[src/logic/sched_pkg.sv]
package sched_pkg;

    // chip geometry
    localparam int BANK_GROUPS     = 2;
    localparam int BANKS_PER_GROUP = 2;
    localparam int NUM_BANKS       = BANK_GROUPS * BANKS_PER_GROUP;

    localparam int BG_BITS   = 1;                  // bank group index
    localparam int BA_BITS   = 1;                  // bank index inside a group
    localparam int BANK_BITS = BG_BITS + BA_BITS;  // flat bank index

    localparam int ROW_BITS  = 8;
    localparam int COL_BITS  = 4;

    // address layout, msb first: bank group, bank, row, column
    localparam int ADDR_BITS = BG_BITS + BA_BITS + ROW_BITS + COL_BITS;

    localparam int DATA_BITS = 32;

    // per-bank request queue
    localparam int FIFO_DEPTH = 4;
    localparam int PTR_BITS   = $clog2(FIFO_DEPTH);

    // minimum spacing between handshakes on one bank
    localparam int PRECHARGE_CYCLES = 5;  // precharge to activate
    localparam int ACTIVATE_CYCLES  = 8;  // activate to read or write

    // wide enough for the longer of the two latencies
    localparam int TIMER_BITS = $clog2(ACTIVATE_CYCLES + 1);

    // command encoding on the output
    typedef enum logic [1:0] {
        CMD_READ      = 2'd0,
        CMD_WRITE     = 2'd1,
        CMD_ACTIVATE  = 2'd2,
        CMD_PRECHARGE = 2'd3
    } cmd_e;

endpackage

[src/logic/address_decoder.sv]
module address_decoder import sched_pkg::*; (
    input  logic [ADDR_BITS-1:0] addr,
    input  logic                 req_valid,
    output logic [BG_BITS-1:0]   bank_group,
    output logic [BA_BITS-1:0]   bank,
    output logic [ROW_BITS-1:0]  row,
    output logic [COL_BITS-1:0]  col,
    output logic [BANK_BITS-1:0] bank_index,
    output logic [NUM_BANKS-1:0] push
);

    // field slicing, bank group sits on top
    assign bank_group = addr[ADDR_BITS-1 -: BG_BITS];
    assign bank       = addr[ADDR_BITS-BG_BITS-1 -: BA_BITS];
    assign row        = addr[COL_BITS +: ROW_BITS];
    assign col        = addr[COL_BITS-1:0];

    assign bank_index = {bank_group, bank};  // group-major numbering

    // one-hot push toward the selected bank queue
    always_comb begin
        push = '0;
        if (req_valid) begin
            push[bank_index] = 1'b1;
        end
    end

endmodule

[src/logic/bank_controller.sv]
module bank_controller import sched_pkg::*; (
    input  logic                 clk_in,
    input  logic                 rst_in,
    input  logic                 head_valid,
    input  logic                 head_write,
    input  logic [ROW_BITS-1:0]  head_row,
    input  logic [COL_BITS-1:0]  head_col,
    input  logic [DATA_BITS-1:0] head_data,
    input  logic                 grant,
    input  logic                 issued,
    output logic                 pop,
    output logic                 want,
    output cmd_e                 want_kind,
    output logic [ROW_BITS-1:0]  want_row,
    output logic [COL_BITS-1:0]  want_col,
    output logic [DATA_BITS-1:0] want_data
);

    typedef enum logic [1:0] {
        ST_IDLE,
        ST_REQUEST,     // asking the arbiter
        ST_WAIT_ISSUE,  // granted, command sits in the output register
        ST_TIMING       // precharge or activate latency running
    } state_e;

    state_e                 state;
    logic                   open_valid;
    logic [ROW_BITS-1:0]    open_row;
    logic [TIMER_BITS-1:0]  timer;
    logic                   is_access;

    // next command for the head request, from the open-row state
    always_comb begin
        if (open_valid && (open_row == head_row)) begin
            want_kind = head_write ? CMD_WRITE : CMD_READ;
        end else if (open_valid) begin
            want_kind = CMD_PRECHARGE;  // row miss
        end else begin
            want_kind = CMD_ACTIVATE;   // bank closed
        end
    end

    assign is_access = (want_kind == CMD_READ) || (want_kind == CMD_WRITE);

    assign want      = (state == ST_REQUEST);
    assign want_row  = head_row;
    assign want_col  = head_col;
    assign want_data = head_data;

    // the request leaves the queue once its read or write is on the bus
    assign pop = (state == ST_WAIT_ISSUE) && issued && is_access;

    // the timer load leaves out three cycles: the timer-to-request step,
    // the grant cycle and the cycle in the output register
    always_ff @(posedge clk_in or posedge rst_in) begin
        if (rst_in) begin
            state      <= ST_IDLE;
            open_valid <= 1'b0;
            open_row   <= '0;
            timer      <= '0;
        end else begin
            case (state)
                ST_IDLE: begin
                    if (head_valid) begin
                        state <= ST_REQUEST;
                    end
                end
                ST_REQUEST: begin
                    if (grant) begin
                        state <= ST_WAIT_ISSUE;
                    end
                end
                ST_WAIT_ISSUE: begin
                    if (issued) begin
                        case (want_kind)
                            CMD_ACTIVATE: begin
                                open_valid <= 1'b1;
                                open_row   <= head_row;
                                timer      <= TIMER_BITS'(ACTIVATE_CYCLES - 3);
                                state      <= ST_TIMING;
                            end
                            CMD_PRECHARGE: begin
                                open_valid <= 1'b0;
                                timer      <= TIMER_BITS'(PRECHARGE_CYCLES - 3);
                                state      <= ST_TIMING;
                            end
                            default: begin
                                state <= ST_IDLE;  // access done, row stays open
                            end
                        endcase
                    end
                end
                default: begin
                    // head is still the same request after act or pre
                    if (timer == '0) begin
                        state <= ST_REQUEST;
                    end else begin
                        timer <= timer - 1'b1;
                    end
                end
            endcase
        end
    end

endmodule

[src/logic/bank_request_fifo.sv]
module bank_request_fifo import sched_pkg::*; (
    input  logic                 clk_in,
    input  logic                 rst_in,
    input  logic                 push,
    input  logic                 write,
    input  logic [ROW_BITS-1:0]  row,
    input  logic [COL_BITS-1:0]  col,
    input  logic [DATA_BITS-1:0] data,
    input  logic                 pop,
    output logic                 full,
    output logic                 head_valid,
    output logic                 head_write,
    output logic [ROW_BITS-1:0]  head_row,
    output logic [COL_BITS-1:0]  head_col,
    output logic [DATA_BITS-1:0] head_data
);

    logic                 mem_write [FIFO_DEPTH];
    logic [ROW_BITS-1:0]  mem_row   [FIFO_DEPTH];
    logic [COL_BITS-1:0]  mem_col   [FIFO_DEPTH];
    logic [DATA_BITS-1:0] mem_data  [FIFO_DEPTH];

    logic [PTR_BITS-1:0] wr_ptr;
    logic [PTR_BITS-1:0] rd_ptr;
    logic [PTR_BITS:0]   count;
    logic                do_push;
    logic                do_pop;

    assign full       = (count == (PTR_BITS+1)'(FIFO_DEPTH));
    assign head_valid = (count != '0);
    assign do_push    = push && !full;  // a push into a full queue is dropped
    assign do_pop     = pop && head_valid;

    assign head_write = mem_write[rd_ptr];
    assign head_row   = mem_row[rd_ptr];
    assign head_col   = mem_col[rd_ptr];
    assign head_data  = mem_data[rd_ptr];

    always_ff @(posedge clk_in) begin
        if (do_push) begin
            mem_write[wr_ptr] <= write;
            mem_row[wr_ptr]   <= row;
            mem_col[wr_ptr]   <= col;
            mem_data[wr_ptr]  <= data;
        end
    end

    // depth is a power of two so the pointers wrap on their own
    always_ff @(posedge clk_in or posedge rst_in) begin
        if (rst_in) begin
            wr_ptr <= '0;
            rd_ptr <= '0;
            count  <= '0;
        end else begin
            if (do_push) begin
                wr_ptr <= wr_ptr + 1'b1;
            end
            if (do_pop) begin
                rd_ptr <= rd_ptr + 1'b1;
            end
            if (do_push && !do_pop) begin
                count <= count + 1'b1;
            end else if (do_pop && !do_push) begin
                count <= count - 1'b1;
            end
        end
    end

endmodule

[src/logic/command_arbiter.sv]
module command_arbiter import sched_pkg::*; (
    input  logic                 clk_in,
    input  logic                 rst_in,
    input  logic [NUM_BANKS-1:0] want,
    input  cmd_e                 want_kind [NUM_BANKS],
    input  logic [ROW_BITS-1:0]  want_row  [NUM_BANKS],
    input  logic [COL_BITS-1:0]  want_col  [NUM_BANKS],
    input  logic [DATA_BITS-1:0] want_data [NUM_BANKS],
    input  logic                 cmd_ready,
    output logic [NUM_BANKS-1:0] grant,
    output logic [NUM_BANKS-1:0] issued,
    output logic                 cmd_valid,
    output cmd_e                 cmd_kind,
    output logic [BG_BITS-1:0]   cmd_bank_group,
    output logic [BA_BITS-1:0]   cmd_bank,
    output logic [ROW_BITS-1:0]  cmd_row,
    output logic [COL_BITS-1:0]  cmd_col,
    output logic [DATA_BITS-1:0] cmd_data
);

    logic                 found;
    logic [1:0]           best_rank;
    logic [BANK_BITS-1:0] sel_idx;
    logic [BANK_BITS-1:0] owner;   // bank of the held command
    logic                 load;

    // read/write over activate over precharge
    function automatic logic [1:0] class_rank(input cmd_e kind);
        case (kind)
            CMD_READ, CMD_WRITE: class_rank = 2'd2;
            CMD_ACTIVATE:        class_rank = 2'd1;
            default:             class_rank = 2'd0;
        endcase
    endfunction

    // strict compare keeps the lowest index inside a class
    always_comb begin
        found     = 1'b0;
        best_rank = '0;
        sel_idx   = '0;
        for (int i = 0; i < NUM_BANKS; i++) begin
            if (want[i] && (!found || (class_rank(want_kind[i]) > best_rank))) begin
                found     = 1'b1;
                best_rank = class_rank(want_kind[i]);
                sel_idx   = BANK_BITS'(i);
            end
        end
    end

    assign load = found && (!cmd_valid || cmd_ready);  // empty or draining

    always_comb begin
        grant = '0;
        if (load) begin
            grant[sel_idx] = 1'b1;
        end
    end

    always_comb begin
        issued = '0;
        if (cmd_valid && cmd_ready) begin
            issued[owner] = 1'b1;
        end
    end

    always_ff @(posedge clk_in or posedge rst_in) begin
        if (rst_in) begin
            cmd_valid <= 1'b0;
            owner     <= '0;
        end else if (load) begin
            cmd_valid <= 1'b1;
            owner     <= sel_idx;
        end else if (cmd_ready) begin
            cmd_valid <= 1'b0;
        end
    end

    // command fields, held while the sink stalls
    always_ff @(posedge clk_in) begin
        if (load) begin
            cmd_kind       <= want_kind[sel_idx];
            cmd_bank_group <= sel_idx[BANK_BITS-1:BA_BITS];
            cmd_bank       <= sel_idx[BA_BITS-1:0];
            cmd_row        <= want_row[sel_idx];
            cmd_col        <= want_col[sel_idx];
            cmd_data       <= (want_kind[sel_idx] == CMD_WRITE) ? want_data[sel_idx] : '0;
        end
    end

endmodule

[src/logic/request_scheduler.sv]
module request_scheduler import sched_pkg::*; (
    input  logic                 clk_in,
    input  logic                 rst_in,
    input  logic                 req_valid,
    input  logic                 req_write,
    input  logic [ADDR_BITS-1:0] req_addr,
    input  logic [DATA_BITS-1:0] req_data,
    output logic                 req_ready,
    output logic                 cmd_valid,
    output cmd_e                 cmd_kind,
    output logic [BG_BITS-1:0]   cmd_bank_group,
    output logic [BA_BITS-1:0]   cmd_bank,
    output logic [ROW_BITS-1:0]  cmd_row,
    output logic [COL_BITS-1:0]  cmd_col,
    output logic [DATA_BITS-1:0] cmd_data,
    input  logic                 cmd_ready
);

    logic [ROW_BITS-1:0]  dec_row;
    logic [COL_BITS-1:0]  dec_col;
    logic [BANK_BITS-1:0] dec_bank_index;
    logic [NUM_BANKS-1:0] push;
    logic [NUM_BANKS-1:0] full;

    // queue heads
    logic [NUM_BANKS-1:0] head_valid;
    logic [NUM_BANKS-1:0] head_write;
    logic [ROW_BITS-1:0]  head_row  [NUM_BANKS];
    logic [COL_BITS-1:0]  head_col  [NUM_BANKS];
    logic [DATA_BITS-1:0] head_data [NUM_BANKS];
    logic [NUM_BANKS-1:0] pop;

    // controller requests and arbiter replies
    logic [NUM_BANKS-1:0] want;
    cmd_e                 want_kind [NUM_BANKS];
    logic [ROW_BITS-1:0]  want_row  [NUM_BANKS];
    logic [COL_BITS-1:0]  want_col  [NUM_BANKS];
    logic [DATA_BITS-1:0] want_data [NUM_BANKS];
    logic [NUM_BANKS-1:0] grant;
    logic [NUM_BANKS-1:0] issued;

    address_decoder decoder0 (
        .addr       (req_addr),
        .req_valid  (req_valid),
        .bank_group (),
        .bank       (),
        .row        (dec_row),
        .col        (dec_col),
        .bank_index (dec_bank_index),
        .push       (push)
    );

    assign req_ready = !full[dec_bank_index];  // only the target queue matters

    for (genvar b = 0; b < NUM_BANKS; b++) begin : g_bank
        bank_request_fifo fifo0 (
            .clk_in     (clk_in),
            .rst_in     (rst_in),
            .push       (push[b]),
            .write      (req_write),
            .row        (dec_row),
            .col        (dec_col),
            .data       (req_data),
            .pop        (pop[b]),
            .full       (full[b]),
            .head_valid (head_valid[b]),
            .head_write (head_write[b]),
            .head_row   (head_row[b]),
            .head_col   (head_col[b]),
            .head_data  (head_data[b])
        );

        bank_controller ctrl0 (
            .clk_in     (clk_in),
            .rst_in     (rst_in),
            .head_valid (head_valid[b]),
            .head_write (head_write[b]),
            .head_row   (head_row[b]),
            .head_col   (head_col[b]),
            .head_data  (head_data[b]),
            .grant      (grant[b]),
            .issued     (issued[b]),
            .pop        (pop[b]),
            .want       (want[b]),
            .want_kind  (want_kind[b]),
            .want_row   (want_row[b]),
            .want_col   (want_col[b]),
            .want_data  (want_data[b])
        );
    end

    command_arbiter arbiter0 (
        .clk_in         (clk_in),
        .rst_in         (rst_in),
        .want           (want),
        .want_kind      (want_kind),
        .want_row       (want_row),
        .want_col       (want_col),
        .want_data      (want_data),
        .cmd_ready      (cmd_ready),
        .grant          (grant),
        .issued         (issued),
        .cmd_valid      (cmd_valid),
        .cmd_kind       (cmd_kind),
        .cmd_bank_group (cmd_bank_group),
        .cmd_bank       (cmd_bank),
        .cmd_row        (cmd_row),
        .cmd_col        (cmd_col),
        .cmd_data       (cmd_data)
    );

endmodule

[config.mk]
export PLATFORM = sky130hd
export DESIGN_NAME = request_scheduler
export DESIGN_NICKNAME = d
export VERILOG_FILES = /design/src/logic/sched_pkg.sv /design/src/logic/address_decoder.sv /design/src/logic/bank_controller.sv /design/src/logic/bank_request_fifo.sv /design/src/logic/command_arbiter.sv /design/src/logic/request_scheduler.sv
export SDC_FILE = /design/constraint.sdc
export NUM_CORES = 1
export LEC_CHECK = 0
export BUFFER_PORTS_ARGS = -buffer_cell sky130_fd_sc_hd__buf_4
export CORE_ASPECT_RATIO = 1.1
export CORE_UTILIZATION = 65
export CTS_BUF_LIST = sky130_fd_sc_hd__clkbuf_2 sky130_fd_sc_hd__clkbuf_4 sky130_fd_sc_hd__clkbuf_8
export CTS_CLUSTER_DIAMETER = 200
export DETAILED_ROUTE_END_ITERATION = 6
export HOLD_SLACK_MARGIN = 0.02
export PLACE_DENSITY = 0.83
export SLEW_MARGIN = 20
export SYNTH_ARGS = -nofsm -noshare
export SYNTH_HDL_FRONTEND = slang
export SYNTH_SLANG_ARGS = --single-unit
[constraint.sdc]
create_clock -name clk_in -period 15.47 [get_ports clk_in]
set_input_delay 1.547 -clock clk_in [delete_from_list [all_inputs] [get_ports clk_in]]
set_output_delay 1.547 -clock clk_in [all_outputs]
set_load 0.02 [all_outputs]
==> summary.txt, run 1 <==
Power and ir drop
  • Leakage power: 12.9 nW
  • Total power draw: between 6 and 7 mW
  • Power Density: 171 nW/µm²
  • Max rail drop VDD: around 170 µV

Finish
  • Share of cells above drive strength 1: 0.303
  • Nets@finish: approximately 2100
  • Area growth, synth to finish: 11.8%
  • Most frequent cells in the layout: edfxtp_1, mux4_2, clkbuf_8
  • Post-route design area: 38600 µm²
  • # fillers: 2872
  • Most common cell after layout, fill and taps aside: edfxtp_1

GRT
  • Largest net degree at the start of global routing: 70
  • Vias in the first global route: roughly 19000
  • Total GRT Usage: 0.286
  • Global-route wire length before repair: roughly 110 mm
  • Global route overflow: 0
  • Initial antenna violation count: 3

Placement
  • Buffers on Ports: 100
  • Post-detail-place hpwl: approximately 40 mm
  • Post-Place Cell Area: roughly 36000 µm²
  • GPL Wtd Cong: around 0.86
  • Pre-CTS WS: around 6200 ps

Worst setup path
  • Worst reg2reg path depth: 28
  • FF-to-FF Start: g_bank[1].fifo0.rd_ptr[0]
  • Critical path peak fanout: 67
  • Startpoint Class: register
  • CP max-delay cell: buf_4
  • WP data required: ~16000 ps
  • Crit path DAT: around 9800 ps
  • Crit path top cell by count: buf_4
  • CP peak stage delay: about 820 ps
  • Critical path class: reg2reg
  • R2R setup slack: ~6100 ps
  • CP Capture Type: register
  • Critical register-to-register path endpoint: arbiter0.cmd_data[18]

Timing
  • Fin worst setup slack: between 6000 and 7000 ps
  • Final period utilization: 0.604
  • Setup_tns: 0 ps
  • Period minus WS final: a little over 9000 ps
  • Setup violators final: 0
  • Clock skew: 42.9 ps
  • Slew Limit Fails: 0
  • Slew @ Worst Pin: 1060 ps
  • RSZ-0062 raised after global routing: no
  • Fin. Hold Viols: 0
  • Relative slew slack: 0.292
  • Achievable Freq: 107 MHz

Floorplan
  • Rows: about 90
  • Die height: 244 µm
  • I/O Pins: a little over 100
  • Die Wd: about 220 µm
  • Starting density of the core: 0.658
  • Die area: approximately 54000 µm²
  • Core ar.: between 50000 and 60000 µm²

Clocking
  • Post-CTS Repair Setup Buffers: 0
  • CTS tree: done
  • CTS root buf: clkbuf_8
  • CTS max path bufs: 3
  • # hold bufs at CTS: 0
  • Number of buffers created by CTS: about 130
  • Worst skew pair latency: just under 800 ps
  • PostCTS Resize Cnt: 0
  • H-tree lvl count: 4
  • Clock Pin Slew Worst Setup and Hold Paths: around 70 ps
  • Sink Count: 859

Logic synthesis
  • Post-synthesis sequential area ratio: 0.734
  • Post-Synthesis Cells: 1791
  • Post-synth EDFFs: 768
  • Distinct cells, synth: 70
  • #FFs+latches synth: around 860
  • Post-synth ARST share: 0.106
  • Synth area leader: edfxtp_1
  • Synth top area cells: edfxtp_1, mux4_2, dfrtp_1
  • Post-Syn Area: around 35000 µm²
  • Share of the synthesized area in the top cell type: 0.668
  • Main synth FF type: edfxtp_1
  • Syn Area/Cell: ~19 µm²
  • Syn nets: around 1900
  • Syn. warnings: 0

Detailed routing
  • Antenna-violating nets left: 0
  • Iter 0 DRT Violations: ~2000
  • Drt pass-1 iters: 5
  • Routed Wire Length: ~74 mm
  • Via Count: 17700
  • Remaining DRCs: 0
  • DR vias/cell: ~6.5
  • WL/cell: 27.0 µm

Outcome
  • Status: finished clean

Flow run
  • Max-Cap Viols: 0

Hold path
  • Worst hold path class: reg2reg
  • Hold depth: 1
  • Hold Path End: g_bank[0].ctrl0.timer[3]
  • Worst Hold Launch: g_bank[0].ctrl0.timer[3]
where the power goes:
part / leakage [nW] / total [mW] / internal [mW] / switching (mW)
combinational: 3.40 / 1.80 / 0.621 / 1.18
clock: 1.34 / 1.80 / 0.978 / 0.823
sequential: 8.11 / 3.01 / 2.86 / 0.154
total: 12.9 / 6.61 / 4.46 / 2.15
worst max-delay path: cells and delay by family, from the launching register on:
family / cells / cell delay (ps)
buf+inv: 5 / 2870
flops: 1 / 610
mux: 3 / 1490
simple gates: 8 / 1220
fa+ha+maj: 3 / 830
xor+xnor: 1 / 160
compound gates: 8 / 1750
Yosys cell counts, drive strengths merged, types with 10 or more instances:
cell type    n
edfxtp     768
mux4       181
dfrtp       91
nor2        84
a21oi       65
clkbuf      48
inv         48
mux2i       46
nand2       46
nor3        45
xnor2       45
ha          42
mux2        42
a211oi      37
buf         37
o21ai       35
and2        18
xor2        11
nand4       10
metal layers:
metal,global-route usage,share of wire,vias up
li1,-,-,7570
met1,0.375,0.38,9150
met2,0.461,0.50,862
met3,0.0744,0.086,162
met4,0.120,0.032,4
met5,0,0.00036,-
worst max-delay path by stage:
stage	from	endpoint	slack (ps)	cells after the start
6_report	g_bank[1].fifo0.rd_ptr[0]	arbiter0.cmd_data[18]	6120	28
3_5_place_dp	g_bank[1].fifo0.rd_ptr[0]	arbiter0.cmd_data[27]	6250	28
3_3_place_gp	g_bank[1].fifo0.rd_ptr[0]	arbiter0.cmd_data[27]	6510	28
4_1_cts	g_bank[1].fifo0.rd_ptr[0]	arbiter0.cmd_data[2]	6200	28
2_1_floorplan	g_bank[0].fifo0.rd_ptr[0]	arbiter0.cmd_data[0]	8240	29
5_1_grt	g_bank[1].fifo0.rd_ptr[0]	arbiter0.cmd_data[22]	5700	27
registers in the layout, indices dropped and copies added, names as in the netlist, 2 cells and up:
register / flops
g_bank.ctrl0.open_valid: 4
g_bank.fifo0.mem_row: 128
arbiter0.owner: 2
arbiter0.cmd_kind: 2
arbiter0.cmd_col: 4
g_bank.ctrl0.state: 8
g_bank.fifo0.count: 12
g_bank.ctrl0.timer: 16
g_bank.fifo0.wr_ptr: 8
g_bank.fifo0.mem_col: 64
arbiter0.cmd_data: 32
g_bank.ctrl0.open_row: 32
g_bank.fifo0.rd_ptr: 8
g_bank.fifo0.mem_data: 512
arbiter0.cmd_row: 8
g_bank.fifo0.mem_write: 16
logic make-up (layout without fill, tap and decap cells):
logic type,Yosys count,in the layout,synth area share
flops,859,859,0.734
simple gates,243,243,0.0383
buf+inv,133,412,0.0164
mux,269,269,0.145
compound gates,185,185,0.0342
other cells,0,1,0
fa+ha+maj,46,46,0.0175
xor+xnor,56,56,0.0142
layout make-up:
| cell class | instances | area [µm²] | share of cell area |
|---|---|---|---|
| sequential | 859 | 25400 | 0.657 |
| antenna | 1 | 2.50 | 0.0000648 |
| multi-input combinational | 799 | 8680 | 0.225 |
| timing repair buffer | 133 | 998 | 0.0259 |
| clock buffer | 191 | 2330 | 0.0603 |
| clock inverter | 40 | 200 | 0.00519 |
| inverter | 48 | 184 | 0.00477 |
| tap | 675 | 845 | 0.0219 |
metrics by stage:
| stage | std cells | utilization | hold slack, ps |
|---|---|---|---|
| after floorplan | 1791 | - | 453 |
| after global placement | 2514 | 0.688 | 472 |
| after detailed placement | 2514 | 0.688 | 488 |
| after CTS | 2745 | 0.736 | 502 |
| after global routing | 2745 | 0.736 | 533 |
| final | 2746 | 0.736 | 500 |
(Power assumes the default switching activity.)
==> run 2: changes to the inputs <==
Settings changed: ABC_AREA from default to 1, CORE_UTILIZATION 65 to 58, PLACE_DENSITY 0.83 to 0.78.
Clock period 15.47 ns to 7.8 ns, I/O delays scaled along.
==> run 2 against run 1 <==
  * Synthesized area grew 3.4%
  * First-iteration DRC count grew 38%
  * Critical path type unchanged
  * Combinational power grew 120%
  * Largest power group unchanged
  * Synthesized cell count grew 66%
==> summary.txt, run 2 <==
Outcome
  • Status: finished clean

Detailed routing
  • WL/cell: 22.3 µm (-17%)
  • Via Count: 24300 (+37%)
  • DR vias/cell: 6.03 (-6.8%)
  • Antenna-violating nets left: 0 (unchanged)
  • Drt pass-1 iters: 5 (unchanged)
  • Remaining DRCs: 0 (unchanged)
  • Routed Wire Length: 90.2 mm (+22%)
  • Iter 0 DRT Violations: 2757 (+38%)

Logic synthesis
  • Top cell types by occurrence after synthesis: edfxtp_1, nand2_1, nor2_1
  • Main synth FF type: edfxtp_1
  • #FFs+latches synth: 859 (unchanged)
  • Distinct cells, synth: 42 (-40%)
  • Post-synth EDFFs: 768 (unchanged)
  • Syn Area/Cell: 12.0 µm² (-38%)
  • Synth area leader: edfxtp_1
  • Share of the synthesized area in the top cell type: 0.646 (-0.0218)
  • Post-synth ARST share: 0.106 (unchanged)
  • Post-synthesis sequential area ratio: 0.710 (-0.0240)
  • Syn. warnings: 0 (unchanged)
  • Synth top area cells: edfxtp_1, dfrtp_1, nand2_1
  • Syn nets: 3075 (+63%)
  • Post-Syn Area: 35700 µm² (+3.4%)
  • Post-Synthesis Cells: 2978 (+66%)
  • Count leader, synth: edfxtp_1

Worst setup path
  • Critical register-to-register path endpoint: arbiter0.cmd_data[18]
  • CP peak stage delay: 690 ps (-130 ps)
  • Critical path class: reg2reg
  • R2R setup slack: 830 ps (-5300 ps)
  • Startpoint Class: register
  • Crit path top cell by count: nand2_1
  • Worst reg2reg path depth: 42 (+50%)
  • CP Capture Type: register
  • Crit path DAT: 7480 ps (-2350 ps)
  • WP data required: 8300 ps (-7660 ps)
  • Critical path peak fanout: 32 (-52%)
  • FF-to-FF Start: g_bank[0].fifo0.rd_ptr[0]
  • CP max-delay cell: dfrtp_2
  • Critical Path End: arbiter0.cmd_data[18]
  • Worst setup path startpoint: g_bank[0].fifo0.rd_ptr[0]

Clocking
  • PostCTS Resize Cnt: 0 (unchanged)
  • CTS root buf: clkbuf_8
  • Clock Pin Slew Worst Setup and Hold Paths: 60 ps (about the same)
  • Number of buffers created by CTS: 134 (+2.3%)
  • Post-CTS Repair Setup Buffers: 0 (unchanged)
  • Worst skew pair latency: 800 ps (about the same)
  • # hold bufs at CTS: 0 (unchanged)
  • CTS max path bufs: 3 (unchanged)
  • CTS tree: done
  • Sink Count: 859 (unchanged)
  • H-tree lvl count: 4 (unchanged)

GRT
  • Global-route wire length before repair: 136 mm (+21%)
  • Global route overflow: 0 (unchanged)
  • Largest net degree at the start of global routing: 75 (+7.1%)
  • Initial antenna violation count: 3 (unchanged)
  • Vias in the first global route: 24200 (+29%)
  • Total GRT Usage: 0.292 (+0.00641)

Finish
  • Most common cell after layout, fill and taps aside: edfxtp_1
  • Top flop regs: g_bank.fifo0.mem_data x512, g_bank.fifo0.mem_row x128, g_bank.fifo0.mem_col x64
  • Seq. cell area: 25400 µm² (about the same)
  • Area taken by multi-input logic gates: 9130 µm² (+5.2%)
  • Biggest register: g_bank.fifo0.mem_data
  • Nets@finish: 3205 (+55%)
  • Post-Layout Cell Count: 4039 (+47%)
  • Max FFs per register: 512 (unchanged)
  • # fillers: 4333 (+51%)
  • Area growth, synth to finish: 12.0%
  • Most frequent cells in the layout: edfxtp_1, nand2_1, nor2_1
  • Share of cells above drive strength 1: 0.143 (-0.161)

Timing
  • Clock skew: 28.2 ps (-14.7 ps)
  • Slew @ Worst Pin: 1140 ps (+82.3 ps)
  • Worst hold slack: 154 ps (-346 ps)
  • Period minus WS final: 6970 ps (-2370 ps)
  • Setup_tns: 0 ps (unchanged)
  • Setup violators final: 0 (unchanged)
  • Achievable Freq: 143 MHz (+34%)
  • RSZ-0062 raised after global routing: no
  • Final period utilization: 0.894 (+0.290)
  • Relative slew slack: 0.236 (-0.0560)
  • Slew Limit Fails: 0 (unchanged)
  • Fin. Hold Viols: 0 (unchanged)

Floorplan
  • I/O Pins: 101 (unchanged)
  • Core ar.: 61000 µm² (+16%)
  • Die area: 62500 µm² (+16%)
  • Rows: 95 (+8.0%)
  • Die height: 262 µm (+7.6%)
  • Starting density of the core: 0.585 (-0.0734)
  • Die Wd: 238 µm (+7.6%)

Power and ir drop
  • Max rail drop VDD: 312 µV (+85%)
  • Power Density: 343 nW/µm² (+100%)
  • Leakage power: 14.4 nW (+12%)

Placement
  • Buffers on Ports: 100 (unchanged)
  • Post-detail-place hpwl: 50.9 mm (+25%)
  • Cell count after placement: 3796 (+51%)
  • GPL Wtd Cong: 0.922 (+6.8%)

Flow run
  • Max-Cap Viols: 0 (unchanged)

Hold path
  • Worst hold path class: in2async
-- run 2: cell types whose count changed after synthesis, sizes merged, moves of 58 or more --
cell	delta
mux4	-181
clkbuf	+58
nor2	+366
inv	+118
nand3	+133
o22ai	+91
nand2	+462
o21ai	+321
-- run 2: cell families after synthesis --
| group | share of synthesized area |
|---|---|
| compound gates | 0.0980 |
| fa+ha+maj | 0.0170 |
| xor+xnor | 0.00516 |
| flops | 0.710 |
| simple gates | 0.132 |
| mux | 0.000316 |
| buf+inv | 0.0373 |
-- run 2: power breakdown --
group	internal (mW)	switching, mW	total (mW)
sequential	5.67	0.277	5.94
combinational	1.15	2.74	3.89
clock	2.11	1.77	3.88
total	8.93	4.78	13.7
-- run 2: cell type report --
| class | instances | area share |
|---|---|---|
| multi-input cells | 1802 | 0.228 |
| inverters | 167 | 0.0157 |
| repair buffers | 144 | 0.0274 |
| clock buffers | 180 | 0.0557 |
| flip-flops and latches | 859 | 0.634 |
| well taps | 824 | 0.0258 |
| clock inverters | 62 | 0.0126 |
| diodes | 1 | 0.0000626 |
-- run 2: worst min path at each step --
stage | start | slack, ps | endpoint | cells past startpoint
after detailed placement | g_bank[2].ctrl0.timer[1] | 480 | g_bank[2].ctrl0.timer[1] | 2
after floorplan | g_bank[0].ctrl0.timer[1] | 450 | g_bank[0].ctrl0.timer[1] | 2
after global placement | g_bank[2].ctrl0.timer[1] | 470 | g_bank[2].ctrl0.timer[1] | 2
after CTS | rst_in | 150 | g_bank[3].ctrl0.open_valid | 2
final | rst_in | 150 | g_bank[3].ctrl0.open_valid | 2
after global routing | rst_in | 190 | g_bank[1].ctrl0.timer[2] | 2
-- run 2: critical path: cells and delay by family, from the launching register on --
| family | cells | cell delay (ps) |
|---|---|---|
| flip-flops | 1 | 690 |
| buffers and inverters | 5 | 980 |
| AND/OR/NAND/NOR | 29 | 3440 |
| adder cells (fa/ha/maj) | 3 | 950 |
| AO/OA/AOI/OAI | 5 | 540 |
-- run 2: metal layers --
metal / GRT usage / wire, µm / up-vias / share of wire
met5: 0 / 12 / - / 0.00013
met4: 0.151 / 3800 / 2 / 0.042
met3: 0.0622 / 8510 / 259 / 0.094
met2: 0.488 / 44100 / 1370 / 0.49
met1: 0.362 / 33800 / 11900 / 0.37
li1: - / - / 10800 / -
-- run 2: metrics by stage --
step | area [µm²] | setup WS [ps] | util | power [mW]
2_1_floorplan | 35700 | 2250 | - | 8.50
3_3_place_gp | 37200 | 1150 | 0.611 | 9.70
3_5_place_dp | 37200 | 911 | 0.611 | 9.87
4_1_cts | 40000 | 892 | 0.655 | 13.7
5_1_grt | 40000 | 163 | 0.655 | 14.3
6_report | 40000 | 827 | 0.655 | 13.7
